<file path="config.mk">
export PLATFORM = sky130hd
export DESIGN_NAME = rift_core
export DESIGN_NICKNAME = d
export VERILOG_FILES = /design/src/core_pkg.sv /design/src/rift_core.sv /design/src/back_end.sv /design/src/instr_fifo.sv /design/src/front_end.sv /design/src/pc_gen.sv
export VERILOG_INCLUDE_DIRS = /design/src /design/src/src
export SDC_FILE = /design/constraint.sdc
export NUM_CORES = 1
export LEC_CHECK = 0
export BUFFER_PORTS_ARGS = -buffer_cell sky130_fd_sc_hd__buf_2
export CAP_MARGIN = 10
export CORE_UTILIZATION = 37
export CTS_CLUSTER_SIZE = 24
export DETAILED_ROUTE_END_ITERATION = 12
export HOLD_SLACK_MARGIN = 0.15
export PLACE_DENSITY = 0.52
export SETUP_SLACK_MARGIN = 0.05
export SLEW_MARGIN = 10
export SYNTH_ARGS = -nofsm -noshare
export SYNTH_HDL_FRONTEND = slang
export SYNTH_SLANG_ARGS = --single-unit
</file>
<file path="constraint.sdc">
create_clock -name CLK -period 7.2 [get_ports CLK]
set_clock_uncertainty 0.1 [all_clocks]
set_input_delay 0.72 -clock CLK [delete_from_list [all_inputs] [get_ports CLK]]
set_output_delay 0.72 -clock CLK [all_outputs]
set_load 0.01 [all_outputs]
</file>
<file path="src/core_config.svh">
// ##################################################
// Core configuration.
// Widths shared by the front end, FIFO and back end.
// ##################################################

`ifndef CORE_CONFIG_SVH
`define CORE_CONFIG_SVH

// Register data width.
`define CORE_XLEN 16
// PC width, counted in instruction words.
`define CORE_PCW 8
// Instruction width.
`define CORE_ILEN 16

// Instruction FIFO depth is 2**CORE_FIFO_AW entries.
`define CORE_FIFO_AW 3
// Entry holds instruction, PC and predicted next PC.
`define CORE_FIFO_DW 32

`endif
</file>
<file path="src/core_pkg.sv">
// ##################################################
// Core package.
// Opcode and fetch sequencer state encodings.
// ##################################################

package core_pkg;

	// Opcode field, instruction bits 15:12.
	// Remaining fields are rd in 11:9, rs in 8:6 and a signed
	// 6-bit immediate in 5:0.
	typedef enum logic [3:0] {
		// No operation.
		OP_NOP  = 4'h0,
		// rd = rs + sext(imm).
		OP_ADDI = 4'h1,
		// rd = rd + rs.
		OP_ADD  = 4'h2,
		// If rs is nonzero the PC moves by sext(imm).
		OP_BNEZ = 4'h3,
		// PC takes the low bits of rs.
		OP_JR   = 4'h4,
		// Stops the core once it retires.
		OP_HALT = 4'h5
	} opcode_e;

	// Fetch sequencer states.
	// FETCH_DROP waits for a response that a flush made stale.
	typedef enum logic [1:0] {
		FETCH_IDLE = 2'd0,
		FETCH_WAIT = 2'd1,
		FETCH_DROP = 2'd2
	} fetch_state_e;

endpackage

</file>
<file path="src/rift_core.sv">
// ##################################################
// Core top level.
// Front end, instruction FIFO and back end.
// ##################################################

`timescale 1ns/1ps

`include "core_config.svh"

module rift_core (
	input  logic                  CLK,
	input  logic                  arst_n,
	output logic                  imem_req_valid,
	input  logic                  imem_req_ready,
	output logic [`CORE_PCW-1:0]  imem_req_addr,
	input  logic                  imem_rsp_valid,
	input  logic [`CORE_ILEN-1:0] imem_rsp_data,
	output logic                  retire_valid,
	output logic [`CORE_PCW-1:0]  retire_pc,
	output logic                  retire_wen,
	output logic [2:0]            retire_rd,
	output logic [`CORE_XLEN-1:0] retire_data,
	output logic                  halted
);

	logic                     fifo_push;
	logic [`CORE_FIFO_DW-1:0] fifo_din;
	logic                     fifo_full;
	logic                     fifo_pop;
	logic [`CORE_FIFO_DW-1:0] fifo_dout;
	logic                     fifo_empty;
	logic                     flush;
	logic [`CORE_PCW-1:0]     redirect_pc;

	front_end u_front_end (
		.CLK            (CLK),
		.arst_n         (arst_n),
		.imem_req_valid (imem_req_valid),
		.imem_req_ready (imem_req_ready),
		.imem_req_addr  (imem_req_addr),
		.imem_rsp_valid (imem_rsp_valid),
		.imem_rsp_data  (imem_rsp_data),
		.fifo_push      (fifo_push),
		.fifo_full      (fifo_full),
		.fifo_din       (fifo_din),
		.flush          (flush),
		.redirect_pc    (redirect_pc)
	);

	instr_fifo #(
		.DW (`CORE_FIFO_DW),
		.AW (`CORE_FIFO_AW)
	) u_instr_fifo (
		.CLK    (CLK),
		.arst_n (arst_n),
		.push   (fifo_push),
		.din    (fifo_din),
		.full   (fifo_full),
		.pop    (fifo_pop),
		.dout   (fifo_dout),
		.empty  (fifo_empty),
		.flush  (flush)
	);

	back_end u_back_end (
		.CLK          (CLK),
		.arst_n       (arst_n),
		.fifo_pop     (fifo_pop),
		.fifo_empty   (fifo_empty),
		.fifo_dout    (fifo_dout),
		.flush        (flush),
		.redirect_pc  (redirect_pc),
		.retire_valid (retire_valid),
		.retire_pc    (retire_pc),
		.retire_wen   (retire_wen),
		.retire_rd    (retire_rd),
		.retire_data  (retire_data),
		.halted       (halted)
	);

endmodule

</file>
<file path="src/back_end.sv">
// ##################################################
// Back end.
// Executes FIFO entries on an 8-entry register file,
// resolves branches and reports each retire.
// ##################################################

`timescale 1ns/1ps

`include "core_config.svh"

module back_end (
	input  logic                     CLK,
	input  logic                     arst_n,
	output logic                     fifo_pop,
	input  logic                     fifo_empty,
	input  logic [`CORE_FIFO_DW-1:0] fifo_dout,
	output logic                     flush,
	output logic [`CORE_PCW-1:0]     redirect_pc,
	output logic                     retire_valid,
	output logic [`CORE_PCW-1:0]     retire_pc,
	output logic                     retire_wen,
	output logic [2:0]               retire_rd,
	output logic [`CORE_XLEN-1:0]    retire_data,
	output logic                     halted
);

	logic [`CORE_XLEN-1:0] regs [0:7];

	logic [`CORE_ILEN-1:0] instr;
	logic [`CORE_PCW-1:0]  cur_pc;
	logic [`CORE_PCW-1:0]  pred_pc;
	logic [`CORE_PCW-1:0]  actual_pc;
	logic [`CORE_PCW-1:0]  branch_pc;
	core_pkg::opcode_e     opcode;
	logic [2:0]            rd;
	logic [2:0]            rs;
	logic [`CORE_XLEN-1:0] imm_ext;
	logic [`CORE_XLEN-1:0] rs_val;
	logic [`CORE_XLEN-1:0] rd_val;
	logic [`CORE_XLEN-1:0] result;
	logic                  wen;
	logic                  mispredict;

	// Entry layout from the front end: instruction, PC, predicted next PC.
	assign {instr, cur_pc, pred_pc} = fifo_dout;

	assign opcode  = core_pkg::opcode_e'(instr[15:12]);
	assign rd      = instr[11:9];
	assign rs      = instr[8:6];
	assign imm_ext = {{(`CORE_XLEN-6){instr[5]}}, instr[5:0]};
	assign rs_val  = regs[rs];
	assign rd_val  = regs[rd];

	assign branch_pc = cur_pc + imm_ext[`CORE_PCW-1:0];

	// Nothing issues while a flush is draining the wrong path.
	assign fifo_pop = !fifo_empty && !flush && !halted;

	always_comb begin
		wen       = 1'b0;
		result    = '0;
		actual_pc = cur_pc + 1'b1;
		case (opcode)
			core_pkg::OP_ADDI: begin
				wen    = 1'b1;
				result = rs_val + imm_ext;
			end
			core_pkg::OP_ADD: begin
				wen    = 1'b1;
				result = rd_val + rs_val;
			end
			core_pkg::OP_BNEZ: begin
				if (rs_val != '0) begin
					actual_pc = branch_pc;
				end
			end
			core_pkg::OP_JR: begin
				actual_pc = rs_val[`CORE_PCW-1:0];
			end
			default: begin
				// NOP, HALT and unused opcodes just fall through.
			end
		endcase
	end

	assign mispredict = fifo_pop && (actual_pc != pred_pc);

	always_ff @(posedge CLK or negedge arst_n) begin
		if (!arst_n) begin
			for (int i = 0; i < 8; i++) begin
				regs[i] <= '0;
			end
		end else if (fifo_pop && wen) begin
			regs[rd] <= result;
		end
	end

	always_ff @(posedge CLK or negedge arst_n) begin
		if (!arst_n) begin
			retire_valid <= 1'b0;
			flush        <= 1'b0;
			halted       <= 1'b0;
		end else begin
			retire_valid <= fifo_pop;
			flush        <= mispredict;
			if (fifo_pop && opcode == core_pkg::OP_HALT) begin
				halted <= 1'b1;
			end
		end
	end

	// Retire fields are only meaningful with retire_valid.
	always_ff @(posedge CLK) begin
		if (fifo_pop) begin
			retire_pc   <= cur_pc;
			retire_wen  <= wen;
			retire_rd   <= wen ? rd : 3'd0;
			retire_data <= result;
		end
		if (mispredict) begin
			redirect_pc <= actual_pc;
		end
	end

	a_flush_pulse: assert property (@(posedge CLK) disable iff (!arst_n) flush |=> !flush);

endmodule

</file>
<file path="src/instr_fifo.sv">
// ##################################################
// Instruction FIFO.
// Circular buffer, first word fall through, flushable.
// ##################################################

`timescale 1ns/1ps

module instr_fifo #(
	parameter int DW = 32,
	parameter int AW = 3
) (
	input  logic          CLK,
	input  logic          arst_n,
	input  logic          push,
	input  logic [DW-1:0] din,
	output logic          full,
	input  logic          pop,
	output logic [DW-1:0] dout,
	output logic          empty,
	input  logic          flush
);

	logic [DW-1:0] mem [0:(2**AW)-1];
	logic [AW-1:0] wr_ptr;
	logic [AW-1:0] rd_ptr;
	logic [AW:0]   count;
	logic          do_push;
	logic          do_pop;

	assign full  = count == (AW+1)'(2**AW);
	assign empty = count == '0;
	assign dout  = mem[rd_ptr];

	// Pushes when full are rejected, and flush discards everything in the same cycle.
	assign do_push = push && !full && !flush;
	assign do_pop  = pop && !empty && !flush;

	always_ff @(posedge CLK) begin
		if (do_push) begin
			mem[wr_ptr] <= din;
		end
	end

	always_ff @(posedge CLK or negedge arst_n) begin
		if (!arst_n) begin
			wr_ptr <= '0;
			rd_ptr <= '0;
			count  <= '0;
		end else if (flush) begin
			wr_ptr <= '0;
			rd_ptr <= '0;
			count  <= '0;
		end else begin
			if (do_push) begin
				wr_ptr <= wr_ptr + 1'b1;
			end
			if (do_pop) begin
				rd_ptr <= rd_ptr + 1'b1;
			end
			count <= count + (AW+1)'(do_push) - (AW+1)'(do_pop);
		end
	end

	a_no_push_full: assert property (@(posedge CLK) disable iff (!arst_n) push |-> !full);
	a_no_pop_empty: assert property (@(posedge CLK) disable iff (!arst_n) pop |-> !empty);

endmodule

</file>
<file path="src/front_end.sv">
// ##################################################
// Front end.
// Fetches one word at a time, predicts the next PC
// and pushes entries into the instruction FIFO.
// ##################################################

`timescale 1ns/1ps

`include "core_config.svh"

module front_end (
	input  logic                     CLK,
	input  logic                     arst_n,
	output logic                     imem_req_valid,
	input  logic                     imem_req_ready,
	output logic [`CORE_PCW-1:0]     imem_req_addr,
	input  logic                     imem_rsp_valid,
	input  logic [`CORE_ILEN-1:0]    imem_rsp_data,
	output logic                     fifo_push,
	input  logic                     fifo_full,
	output logic [`CORE_FIFO_DW-1:0] fifo_din,
	input  logic                     flush,
	input  logic [`CORE_PCW-1:0]     redirect_pc
);

	core_pkg::fetch_state_e state;

	logic                 req_valid_q;
	logic                 req_stale_q;
	logic [`CORE_PCW-1:0] req_addr_q;
	logic                 halt_seen;
	logic                 issue;
	logic                 rsp_accept;
	logic                 rsp_is_halt;
	logic [`CORE_PCW-1:0] pc;
	logic [`CORE_PCW-1:0] next_pc;

	pc_gen u_pc_gen (
		.CLK         (CLK),
		.arst_n      (arst_n),
		.advance     (rsp_accept),
		.instr       (imem_rsp_data),
		.flush       (flush),
		.redirect_pc (redirect_pc),
		.pc          (pc),
		.next_pc     (next_pc)
	);

	// The request is held in flops so that a flush cannot move it.
	assign imem_req_valid = req_valid_q;
	assign imem_req_addr  = req_addr_q;

	// At most one fetch is in flight, so a free slot at issue time is still free
	// when the response arrives.
	assign issue = (state == core_pkg::FETCH_IDLE) && !req_valid_q && !fifo_full
		&& !halt_seen && !flush;

	assign rsp_accept  = (state == core_pkg::FETCH_WAIT) && imem_rsp_valid && !flush;
	assign rsp_is_halt = core_pkg::opcode_e'(imem_rsp_data[15:12]) == core_pkg::OP_HALT;

	// While waiting, pc still equals the address that was fetched.
	assign fifo_push = rsp_accept;
	assign fifo_din  = {imem_rsp_data, pc, next_pc};

	always_ff @(posedge CLK) begin
		if (issue) begin
			req_addr_q <= pc;
		end
	end

	always_ff @(posedge CLK or negedge arst_n) begin
		if (!arst_n) begin
			state       <= core_pkg::FETCH_IDLE;
			req_valid_q <= 1'b0;
			req_stale_q <= 1'b0;
			halt_seen   <= 1'b0;
		end else begin
			case (state)
				core_pkg::FETCH_IDLE: begin
					if (issue) begin
						req_valid_q <= 1'b1;
					end else if (req_valid_q && imem_req_ready) begin
						req_valid_q <= 1'b0;
						req_stale_q <= 1'b0;
						// A request flushed before acceptance still gets a response.
						if (flush || req_stale_q) begin
							state <= core_pkg::FETCH_DROP;
						end else begin
							state <= core_pkg::FETCH_WAIT;
						end
					end else if (req_valid_q && flush) begin
						req_stale_q <= 1'b1;
					end
				end
				core_pkg::FETCH_WAIT: begin
					if (imem_rsp_valid) begin
						state <= core_pkg::FETCH_IDLE;
					end else if (flush) begin
						state <= core_pkg::FETCH_DROP;
					end
				end
				core_pkg::FETCH_DROP: begin
					if (imem_rsp_valid) begin
						state <= core_pkg::FETCH_IDLE;
					end
				end
				default: begin
					state <= core_pkg::FETCH_IDLE;
				end
			endcase

			// Fetch stops after a HALT until the back end redirects.
			if (flush) begin
				halt_seen <= 1'b0;
			end else if (rsp_accept && rsp_is_halt) begin
				halt_seen <= 1'b1;
			end
		end
	end

	// A stalled request keeps its valid and address until memory takes it.
	a_req_hold: assert property (@(posedge CLK) disable iff (!arst_n)
		imem_req_valid && !imem_req_ready |=> imem_req_valid && $stable(imem_req_addr));

endmodule

</file>
<file path="src/pc_gen.sv">
// ##################################################
// Fetch PC generator.
// Static prediction: backward BNEZ taken, else +1.
// ##################################################

`timescale 1ns/1ps

`include "core_config.svh"

module pc_gen (
	input  logic                  CLK,
	input  logic                  arst_n,
	input  logic                  advance,
	input  logic [`CORE_ILEN-1:0] instr,
	input  logic                  flush,
	input  logic [`CORE_PCW-1:0]  redirect_pc,
	output logic [`CORE_PCW-1:0]  pc,
	output logic [`CORE_PCW-1:0]  next_pc
);

	logic [`CORE_PCW-1:0] imm_ext;
	logic                 is_bnez;
	logic                 backward;

	// The immediate is a signed word offset.
	assign imm_ext = {{(`CORE_PCW-6){instr[5]}}, instr[5:0]};

	assign is_bnez  = core_pkg::opcode_e'(instr[15:12]) == core_pkg::OP_BNEZ;
	assign backward = instr[5];

	// Loops branch backwards, so those are guessed taken.
	// JR targets are unknown here and fall through like anything else.
	always_comb begin
		if (is_bnez && backward) begin
			next_pc = pc + imm_ext;
		end else begin
			next_pc = pc + 1'b1;
		end
	end

	always_ff @(posedge CLK or negedge arst_n) begin
		if (!arst_n) begin
			pc <= '0;
		end else if (flush) begin
			// A redirect from the back end wins over a new fetch.
			pc <= redirect_pc;
		end else if (advance) begin
			pc <= next_pc;
		end
	end

endmodule

</file>
Yosys cells after proc, flatten, opt, wreduce, memory -nomap -nowiden:

Memory sizes are Yosys's and may differ from the RTL's.
Cells that the tools add are included.

* add/sub/neg operators: 10
* order comparisons: 3
* equality and inequality tests: 15
* muxes and demuxes: 36
* bitwise operators: 3
* reductions and logical operators: 40

Operators by type and width (number)
* $bwmux W128: 1
* $bmux W16 S3: 2
* $mux W16: 5
* $demux W16 S3: 1
* $add A16 B16 Y16: 2
* $mux W8: 4
* $pmux W16 S2: 1
* $logic_and A1 B1 Y1: 20
* $add A8 B1 Y8 const B: 2
* $add A8 B8 Y8: 2
* $pmux W8 S2: 1
* $reduce_bool A16 Y1: 1
* $eq A4 B2 Y1 const B: 3
* $eq A4 B3 Y1 const B: 3
* $mux W2: 6
* $mux W3: 4
* $reduce_bool A2 Y1: 6
* $mux W1: 9
* $ge A4 B4 Y1 const B: 2
* $ne A8 B8 Y1: 1
* $not A3 Y4: 2
* $add A3 B1 Y3 const B: 2
* $logic_not A1 Y1: 6
* $ne A2 B2 Y1 const B: 3
* other kinds (18): 18

* register bits after elaboration: 198
* bits in writable memories: 256
* output and inout bits: 39
* word-level logic and storage cells: 133
* memories kept: 1

Memories
* u_instr_fifo.mem: depth 8, bits a word 32, read ports 1, clocked after Yosys merged registers in 0, wr ports 1, RTL line instr_fifo.sv:23 `logic [DW-1:0] mem [0:(2**AW)-1];`

Logic depth before layout (Yosys ltp):

Gate-level depths: netlist of the first run.
An unclocked memory read counts as a cell.

* depth in word-level cells: 10
* gate-level depth with buffers: 27
* mapped depth without buffers: 23

Cells and area by module:

A second synthesis of the first run with hierarchy kept.

* cells, all modules: 1388
* area total of the unflattened synthesis: 20832.5 µm²

By module, submodules not included
* instr_fifo: instances 1, cells each 445, area each 10401.2 µm², sequential area each 7937.6 µm²
* back_end: instances 1, cells each 808, area each 9086.2 µm², sequential area each 4359.2 µm²
* pc_gen: instances 1, cells each 86, area each 732.0 µm², sequential area each 200.2 µm²
* front_end: instances 1, cells each 49, area each 613.1 µm², sequential area each 365.4 µm²

Worst setup path before layout of the first run:

OpenSTA, ideal clock, no wires.

* path kind: register to register
* from: reg u_instr_fifo.rd_ptr[1]
* to: reg u_back_end.regs[108] in the netlist's numbering
* setup time: 0.067 ns
* arrival: 6.481 ns
* required time: 7.033 ns
* slack: 0.552 ns
* cell stages (with the launch flop): 28
* path buffers: 6
* clock period less this slack: 6.648 ns
* path through: dfrtp_1 > clkbuf_1 > clkbuf_1 > buf_1 > buf_1 > mux4_2 > mux2i_1 > clkbuf_1 > buf_1 > o22ai_1 > a22oi_1 > o21ai_0 > a21oi_1 > ha_1 > inv_1 > fa_1 > nor2b_1 > o21ai_0 > a21boi_0 > o21ai_0 > a21boi_0 > o21ai_0 > a21boi_0 > o21ai_0 > a21oi_1 > nor3_1 > nor3_1 > mux2_2

* word-level cells in the longest chain between the ends: 8
* elaborated cells on any way between the ends: 23
* classes of those cells: add/sub: 2; order compare: 2; eq/ne: 2; mux: 11; bitwise: 2; reduce/logical: 3; memory: 1

Ends and longest elaborated chain
* start: declaration: RTL line instr_fifo.sv:25 `logic [AW-1:0] rd_ptr;`
* start signal: assignment: RTL line instr_fifo.sv:58 `rd_ptr <= rd_ptr + 1'b1;`
* $mem_v2 Z8 W32 (*)
* $not A3 Y4 (on tied branches): RTL line back_end.sv:52, back_end.sv:51
* $bmux W16 S3 (on tied branches): RTL line back_end.sv:52, back_end.sv:51
* $mux W16 (on tied branches) (2 in series): RTL line back_end.sv:52, back_end.sv:51
* $add A16 B16 Y16 (on tied branches): RTL line back_end.sv:70, back_end.sv:66
* $pmux W16 S2 (*): RTL line back_end.sv:63 `case (opcode)`
* net u_back_end.result[12]: RTL line back_end.sv:40 `` logic [`CORE_XLEN-1:0] result; ``
* $bwmux W128 (*): RTL line back_end.sv:94 `regs[rd] <= result;`
* end signal: indexed assignment: RTL line back_end.sv:94
* end: declaration: RTL line back_end.sv:27 `` logic [`CORE_XLEN-1:0] regs [0:7]; ``

Mark *: on every way through the listed nets, which the timed path passes. The rest lies on a longest branch. The select of a mux whose other input is x is not followed.
A chain may end at the register's enable or synchronous reset.

Worst setup path after layout of the first run:

* from: reg u_instr_fifo.rd_ptr[0]
* to: reg u_back_end.regs[60] in the netlist's numbering

The elaborated chain is that of the path after synthesis.

==> metrics.cfg, run 1 <==
[worst_setup_path]
critical_path_class = reg2reg
critical_path.cell_chain = buf_4, mux4_2, mux2_2, nand2b_1, nor2_1, and2_1, nor2_1, a21oi_1, ha_1, inv_1, fa_1, nor2b_1, o21ai_0, a21boi_0, o21ai_0, a21boi_0, o21ai_0, a21boi_0, o21ai_0, a21oi_1, nor3_1, nor3_1, mux2_2
cp_slowest_stage_delay_ps = 710
critPathBufInv = 2
critical_path.max_fanout = 23
setup.worst_path.start_class = flip-flop
reg2reg_slack_ps = 740
timing.rr.start = u_instr_fifo.rd_ptr[0]$_DFFE_PN0P_
critical_register_to_register_path_endpoint = u_back_end.regs[60]$_DFFE_PN0P_
critical-path-top-cell-by-count = sky130_fd_sc_hd__o21ai_0
critical_path.endpoint_type = flip-flop
cp_slowest_cell = sky130_fd_sc_hd__dfrtp_4
worst-r2r-cell-count = 23
cp_data_arrival_time_ps = 6890
timing.critical_path.max_delay_family = compound AO/OA/AOI/OAI gates
cp_data_required_time_ps = 7630

[synthesis]
asyncSetResetFlopFracSynth = 0.339
post_synth_design_cell_area_sq_mm = 0.0209
synth_area_per_cell_sq_um = 14.7
synthesis.yosys.warnings = 0
synthDominantCellAreaShare = 0.430
synth.net_count = 1488
library_cell_occupying_the_most_area_in_the_post_synthesis_netlist = sky130_fd_sc_hd__edfxtp_1
synth_cells = 1426
synthTopCellsByArea = sky130_fd_sc_hd__edfxtp_1, sky130_fd_sc_hd__dfrtp_1, sky130_fd_sc_hd__mux4_2, sky130_fd_sc_hd__mux2_2, sky130_fd_sc_hd__mux2i_1
post_synth_num_cell_types = 67
ys_seq_elements = 454
ys.flop_type = sky130_fd_sc_hd__edfxtp_1
number_of_flops_mapped_to_enable_cells_by_yosys = 300
synth_seq_area_share = 0.614

[clock_tree]
cts_htree_levels = 2
tritoncts = yes
ctsRootBufferMaster = sky130_fd_sc_hd__clkbuf_16
cts_num_sinks = 454
post_cts_resized = 0
clock_buffer_count_from_cts = 50
clock_tree.buffer_depth = 3
clock_network_latency_to_the_later_pin_of_the_worst_skew_pair_ps = 610
post_cts_clock_slew_at_the_launch_and_capture_registers_of_the_worst_setup_and_hold_paths_ps = 60

[final_layout]
syn_to_final_growth_pct = 15.1
nFillCells = 5057
area_used_by_multi_input_combinational_logic_sq_mm = 0.00774
finish.instance_area_sq_mm = 0.0241
seqCellArea_sq_mm = 0.0129
layout-drive-gt1-share = 0.267
final_nets = 1578

[sta]
finalHoldWorstSlack_ps = 266
final-setup-viol-count = 0
setup_ws_ps = 741
final.setup.tns_ps = 0
worst-slew-pin-transition_ps = 1080
rsz0062_at_grt = false
timing.slew.headroom = 0.280
finalHoldViolations = 0
timing.final.crit_share = 0.897
timing.fmax_mhz = 155
finalCriticalPeriod_ps = 6460
timing_max_transition_violations_final = 0

[detailed_routing]
detail_route.wl_per_cell_microns = 23.4
post_drt_via_cell_ratio = 5.38
antenna_violating_nets_post_route = 0
drc_errors = 0
wirelength_mm = 54.0
dr.pass1.iters = 7
first_iter_violations = 943
routed-via-count = 12400

[power_and_ir_drop]
design_power_total_w = 0.0114
leakage_nw = 9.25
maximum_vdd_drop_uv = 322
power_density_mw_per_mm2 = 472

[global_route]
grt_use_met2 = 0.326
grt_max_degree = 86
global_route.overflow_total = 0
grt_use_met1 = 0.257
grt_util_met3 = 0.0332
via_count_of_the_first_global_routing_pass = 12900
first_pass_grt_wire_length_mm = 82.3
antenna_violations_before_repair = 3
total_routing_usage_reported_by_global_routing = 0.193
gr-max-usage-layer = met2

[floorplan]
die_y_extent_microns = 240
die_x_microns = 240
floorplan_die_area_sq_mm = 0.0575
placementRows = 86
floorplan.initialDensity = 0.377
io_pins = 59
placeableCoreArea_sq_mm = 0.0555

[hold_path]
hold_path_startpoint = imem_req_ready
hp_class = in2reg
min_to = u_front_end.req_stale_q$_DFFE_PN0P_
min_path_cells = 2

[placement]
placedInstanceArea_sq_mm = 0.0223
buffer_ports.inserted = 58
dp_wirelength_mm = 34.3
setup_ws_pre_cts_ps = 776
gp_congestion = 0.878

[flow_run]
cap_violations = 0

[run_status]
run_status = complete, no violations

logic make-up after synthesis:
logic type               Yosys count  share of synthesized area
flip-flops                       454                      0.614
multiplexers                     308                      0.200
AND/OR/NAND/NOR                  287                     0.0611
AO/OA/AOI/OAI                    179                     0.0578
buffers and inverters            113                     0.0219
XOR/XNOR                          43                     0.0180
adder cells (fa/ha/maj)           42                     0.0265
layout by cell type, fill, tap and decap left out, drive strengths merged, types with 34 or more instances in the layout:
master	Yosys	final
inv	49	51
clkbuf	41	67
mux2	140	140
o21ai	34	34
dfrtp	154	154
nor2	92	92
nand2	118	118
buf	23	101
ha	38	38
mux4	74	74
edfxtp	300	300
mux2i	94	94
a21oi	38	38
synth_stat cells (17+ instances only):
| cell | n |
|---|---|
| sky130_fd_sc_hd__xnor2_1 | 29 |
| sky130_fd_sc_hd__nand2_1 | 118 |
| sky130_fd_sc_hd__o21ai_0 | 29 |
| sky130_fd_sc_hd__nor2_1 | 92 |
| sky130_fd_sc_hd__inv_1 | 49 |
| sky130_fd_sc_hd__nor3_1 | 17 |
| sky130_fd_sc_hd__clkbuf_1 | 41 |
| sky130_fd_sc_hd__dfrtp_1 | 154 |
| sky130_fd_sc_hd__mux4_2 | 73 |
| sky130_fd_sc_hd__mux2_2 | 134 |
| sky130_fd_sc_hd__a21oi_1 | 38 |
| sky130_fd_sc_hd__ha_1 | 38 |
| sky130_fd_sc_hd__mux2i_1 | 94 |
| sky130_fd_sc_hd__edfxtp_1 | 300 |
layer usage:
layer	share of wire	vias to the layer above
met5	0	-
met4	0.020	0
met3	0.048	72
met2	0.49	315
met1	0.44	6415
li1	-	5608
layout make-up:
type / instances / share of cell area
Clock buffer: 67 / 0.0566
Tap cell: 748 / 0.0388
Sequential cell: 454 / 0.534
Clock inverter: 27 / 0.0153
Inverter: 49 / 0.00763
Timing Repair Buffer: 102 / 0.0263
Multi-Input combinational cell: 859 / 0.321
Antenna cell: 1 / 0.000104
power breakdown:
part	total [W]	leakage (nW)	switching, W	internal, W
Combinational	0.00497	3.60	0.00306	0.00191
Sequential	0.00374	4.81	0.000360	0.00338
Clock	0.00267	0.839	0.00108	0.00159
Total	0.0114	9.25	0.00449	0.00689
repair_timing:
item                      in CTS  in global routing
hold endpoints to repair      29                  0
hold buffers                   1                  0
buffers inserted               0                  0
through the flow:
| stage | std cells | util |
|---|---|---|
| after floorplan | 1426 | - |
| after CTS | 2305 | 0.434 |
| after global routing | 2306 | 0.434 |
| after detailed placement | 2210 | 0.402 |
| final | 2307 | 0.434 |
| after global placement | 2210 | 0.402 |
how the worst max path moves through the flow:
stage,startpoint,endpoint,cells past startpoint
final,u_instr_fifo.rd_ptr[0]$_DFFE_PN0P_,u_back_end.regs[60]$_DFFE_PN0P_,23
after global routing,u_instr_fifo.rd_ptr[0]$_DFFE_PN0P_,u_back_end.regs[76]$_DFFE_PN0P_,23
after CTS,u_instr_fifo.rd_ptr[0]$_DFFE_PN0P_,u_back_end.regs[60]$_DFFE_PN0P_,23
after detailed placement,u_instr_fifo.rd_ptr[0]$_DFFE_PN0P_,u_back_end.regs[60]$_DFFE_PN0P_,23
after global placement,u_instr_fifo.rd_ptr[0]$_DFFE_PN0P_,u_back_end.regs[60]$_DFFE_PN0P_,23
after floorplan,u_instr_fifo.rd_ptr[1]$_DFFE_PN0P_,u_back_end.regs[108]$_DFFE_PN0P_,27
sequential cells by signal, indices dropped and copies added, names as in the netlist:
register and flops:
u_front_end.u_pc_gen.pc 8, u_front_end.state 2, u_instr_fifo.rd_ptr 3, u_back_end.flush 1, u_back_end.regs 128, u_back_end.redirect_pc 8, u_instr_fifo.wr_ptr 3, u_back_end.halted 1
u_back_end.retire_rd 3, u_back_end.retire_wen 1, u_front_end.imem_req_valid 1, u_front_end.halt_seen 1, u_instr_fifo.mem 256, u_front_end.imem_req_addr 8, u_back_end.retire_pc 8, u_back_end.retire_data 16
u_front_end.req_stale_q 1, u_instr_fifo.count 4, u_back_end.retire_valid 1
Power figures use the tool's default switching activity.
==> run 2: changes to the inputs <==
==> constraint.sdc (replaced) <==
create_clock -name CLK -period 7 [get_ports CLK]
set_clock_uncertainty 0.1 [all_clocks]
set_input_delay 0.7 -clock CLK [delete_from_list [all_inputs] [get_ports CLK]]
set_output_delay 0.7 -clock CLK [all_outputs]
set_load 0.01 [all_outputs]
==> metrics.cfg, run 2 (same netlist as run 1, synthesis figures left out) <==
[final_layout]
most_common_cell_after_layout_fill_and_taps_aside = sky130_fd_sc_hd__edfxtp_1
largest_register = u_instr_fifo.mem
syn_to_final_growth_pct = 15.2
final_nets = 1575
largest_register_ff_count = 256
largestRegisters = u_instr_fifo.mem (256), u_back_end.regs (128), u_back_end.retire_data (16)
layout-drive-gt1-share = 0.271
nFillCells = 5027
final_cell_mix = sky130_fd_sc_hd__edfxtp_1, sky130_fd_sc_hd__dfrtp_1, sky130_fd_sc_hd__mux2_2
final_core_util = 0.434

[detailed_routing]
wirelength_mm = 54.4
first_iter_violations = 987
antenna_violating_nets_post_route = 0
dr.pass1.iters = 5
drc_errors = 0
post_drt_via_cell_ratio = 5.42
detail_route.wl_per_cell_microns = 23.6
routed-via-count = 12500

[sta]
timing.slew.headroom = 0.307
finalHoldViolations = 0
worst-slew-pin-transition_ps = 1030
final-setup-viol-count = 0
finalCriticalPeriod_ps = 6270
final.setup.tns_ps = 0
rsz0062_at_grt = false
timing_max_transition_violations_final = 0
timing.fmax_mhz = 160
timing.final.crit_share = 0.896

[clock_tree]
clock_buffer_count_from_cts = 50
cts_num_sinks = 454
cts_htree_levels = 2
clock_tree.buffer_depth = 3
tritoncts = yes
post_cts_clock_slew_at_the_launch_and_capture_registers_of_the_worst_setup_and_hold_paths_ps = 60
ctsRootBufferMaster = sky130_fd_sc_hd__clkbuf_16
clock_network_latency_to_the_later_pin_of_the_worst_skew_pair_ps = 600
postCtsSetupBuffers = 0

[power_and_ir_drop]
maximum_vdd_drop_uv = 274
power_density_mw_per_mm2 = 489
leakage_nw = 9.25

[global_route]
grt_use_met1 = 0.251
grt_use_met2 = 0.324
global_route.overflow_total = 0
first_pass_grt_wire_length_mm = 82.1
grt_max_degree = 60
via_count_of_the_first_global_routing_pass = 12700
grt_util_met3 = 0.0408
gr-max-usage-layer = met2
antenna_violations_before_repair = 2
total_routing_usage_reported_by_global_routing = 0.193

[worst_setup_path]
cp_data_required_time_ps = 7250
timing.rr.start = u_instr_fifo.rd_ptr[0]$_DFFE_PN0P_
cp_data_arrival_time_ps = 6520
critical_path.max_fanout = 24
critical_path_class = reg2reg
setup.worst_path.start_class = flip-flop
critical_path.endpoint_type = flip-flop
cp-startpoint = u_instr_fifo.rd_ptr[0]$_DFFE_PN0P_

[floorplan]
io_pins = 59
placeableCoreArea_sq_mm = 0.0555
die_x_microns = 240
placementRows = 86
floorplan_die_area_sq_mm = 0.0575
die_y_extent_microns = 240
floorplan.initialDensity = 0.377

[placement]
gp_congestion = 0.854
dp_wirelength_mm = 34.2
buffer_ports.inserted = 58

[flow_run]
cap_violations = 0

[hold_path]
hp_class = in2reg
hold_path_startpoint = imem_req_ready

[run_status]
run_status = complete, no violations

[run 2: stage by stage]
step | setup WS [ps] | hold WS (ps) | cell area, sq um | total power (W) | cells
CTS | 674 | 191 | 24100 | 0.0119 | 2303
global route | 218 | 229 | 24100 | 0.0125 | 2303
detailed placement | 702 | 354 | 22300 | 0.00899 | 2208
finish | 731 | 228 | 24100 | 0.0118 | 2304
floorplan | 352 | 304 | 20900 | 0.00735 | 1426
global placement | 807 | 359 | 22300 | 0.00895 | 2208
[run 2: cell type report]
class	instances	area (sq um)	share of cell area
antenna	1	2.50	0.000104
tap	748	936	0.0388
multi-input combinational	859	7750	0.321
sequential	454	12900	0.533
inverter	49	184	0.00762
timing repair buffer	99	607	0.0252
clock buffer	58	1320	0.0548
clock inverter	36	448	0.0186
[run 2: worst paths after layout]
check,end,cells past startpoint,slack (ps)
worst min register to register,u_front_end.u_pc_gen.pc[2]$_DFFE_PN0P_,2,370
worst max register to register,u_back_end.retire_data[15]$_DFFE_PP_,20,730
worst min-delay path,u_front_end.req_stale_q$_DFFE_PN0P_,2,230
max in group asynchronous,u_instr_fifo.rd_ptr[0]$_DFFE_PN0P_,3,4980
min in group asynchronous,u_back_end.regs[27]$_DFFE_PN0P_,2,490
worst max-delay path,u_back_end.retire_data[15]$_DFFE_PP_,20,730
[run 2: critical path: stages, from the launching register on]
cell	delay (ps)
sky130_fd_sc_hd__dfrtp_4	730
sky130_fd_sc_hd__mux4_1	670
sky130_fd_sc_hd__mux2i_2	600
sky130_fd_sc_hd__buf_4	370
sky130_fd_sc_hd__nand2_1	80
sky130_fd_sc_hd__a32oi_1	210
sky130_fd_sc_hd__nand2_1	150
sky130_fd_sc_hd__inv_1	150
sky130_fd_sc_hd__ha_1	250
sky130_fd_sc_hd__a21o_1	190
sky130_fd_sc_hd__a21oi_1	220
sky130_fd_sc_hd__o21ai_0	120
sky130_fd_sc_hd__a21o_1	210
sky130_fd_sc_hd__a21oi_1	160
sky130_fd_sc_hd__nor2b_1	80
sky130_fd_sc_hd__o31a_1	270
sky130_fd_sc_hd__o41ai_1	450
sky130_fd_sc_hd__o21ai_0	260
sky130_fd_sc_hd__a31oi_1	270
sky130_fd_sc_hd__xnor2_1	240
sky130_fd_sc_hd__and2_1	240
[run 2: timing repair]
item                                    in CTS  in global routing
endpoints found under the setup margin       0                  9
resized for setup                            0                  1
hold buffers                                 1                  0
endpoints found under the hold margin       41                  0
[run 2: layer usage]
| metal | vias up | share of wire | wire length [microns] |
|---|---|---|---|
| met5 | - | 0 | 0 |
| met4 | 0 | 0.027 | 1490 |
| met3 | 98 | 0.059 | 3190 |
| met2 | 373 | 0.49 | 26500 |
| met1 | 6429 | 0.43 | 23300 |
| li1 | 5596 | - | - |
[run 2: where the power goes]
part           switching, W  internal, W
clock               0.00112      0.00170
combinational       0.00313      0.00196
sequential         0.000391      0.00348
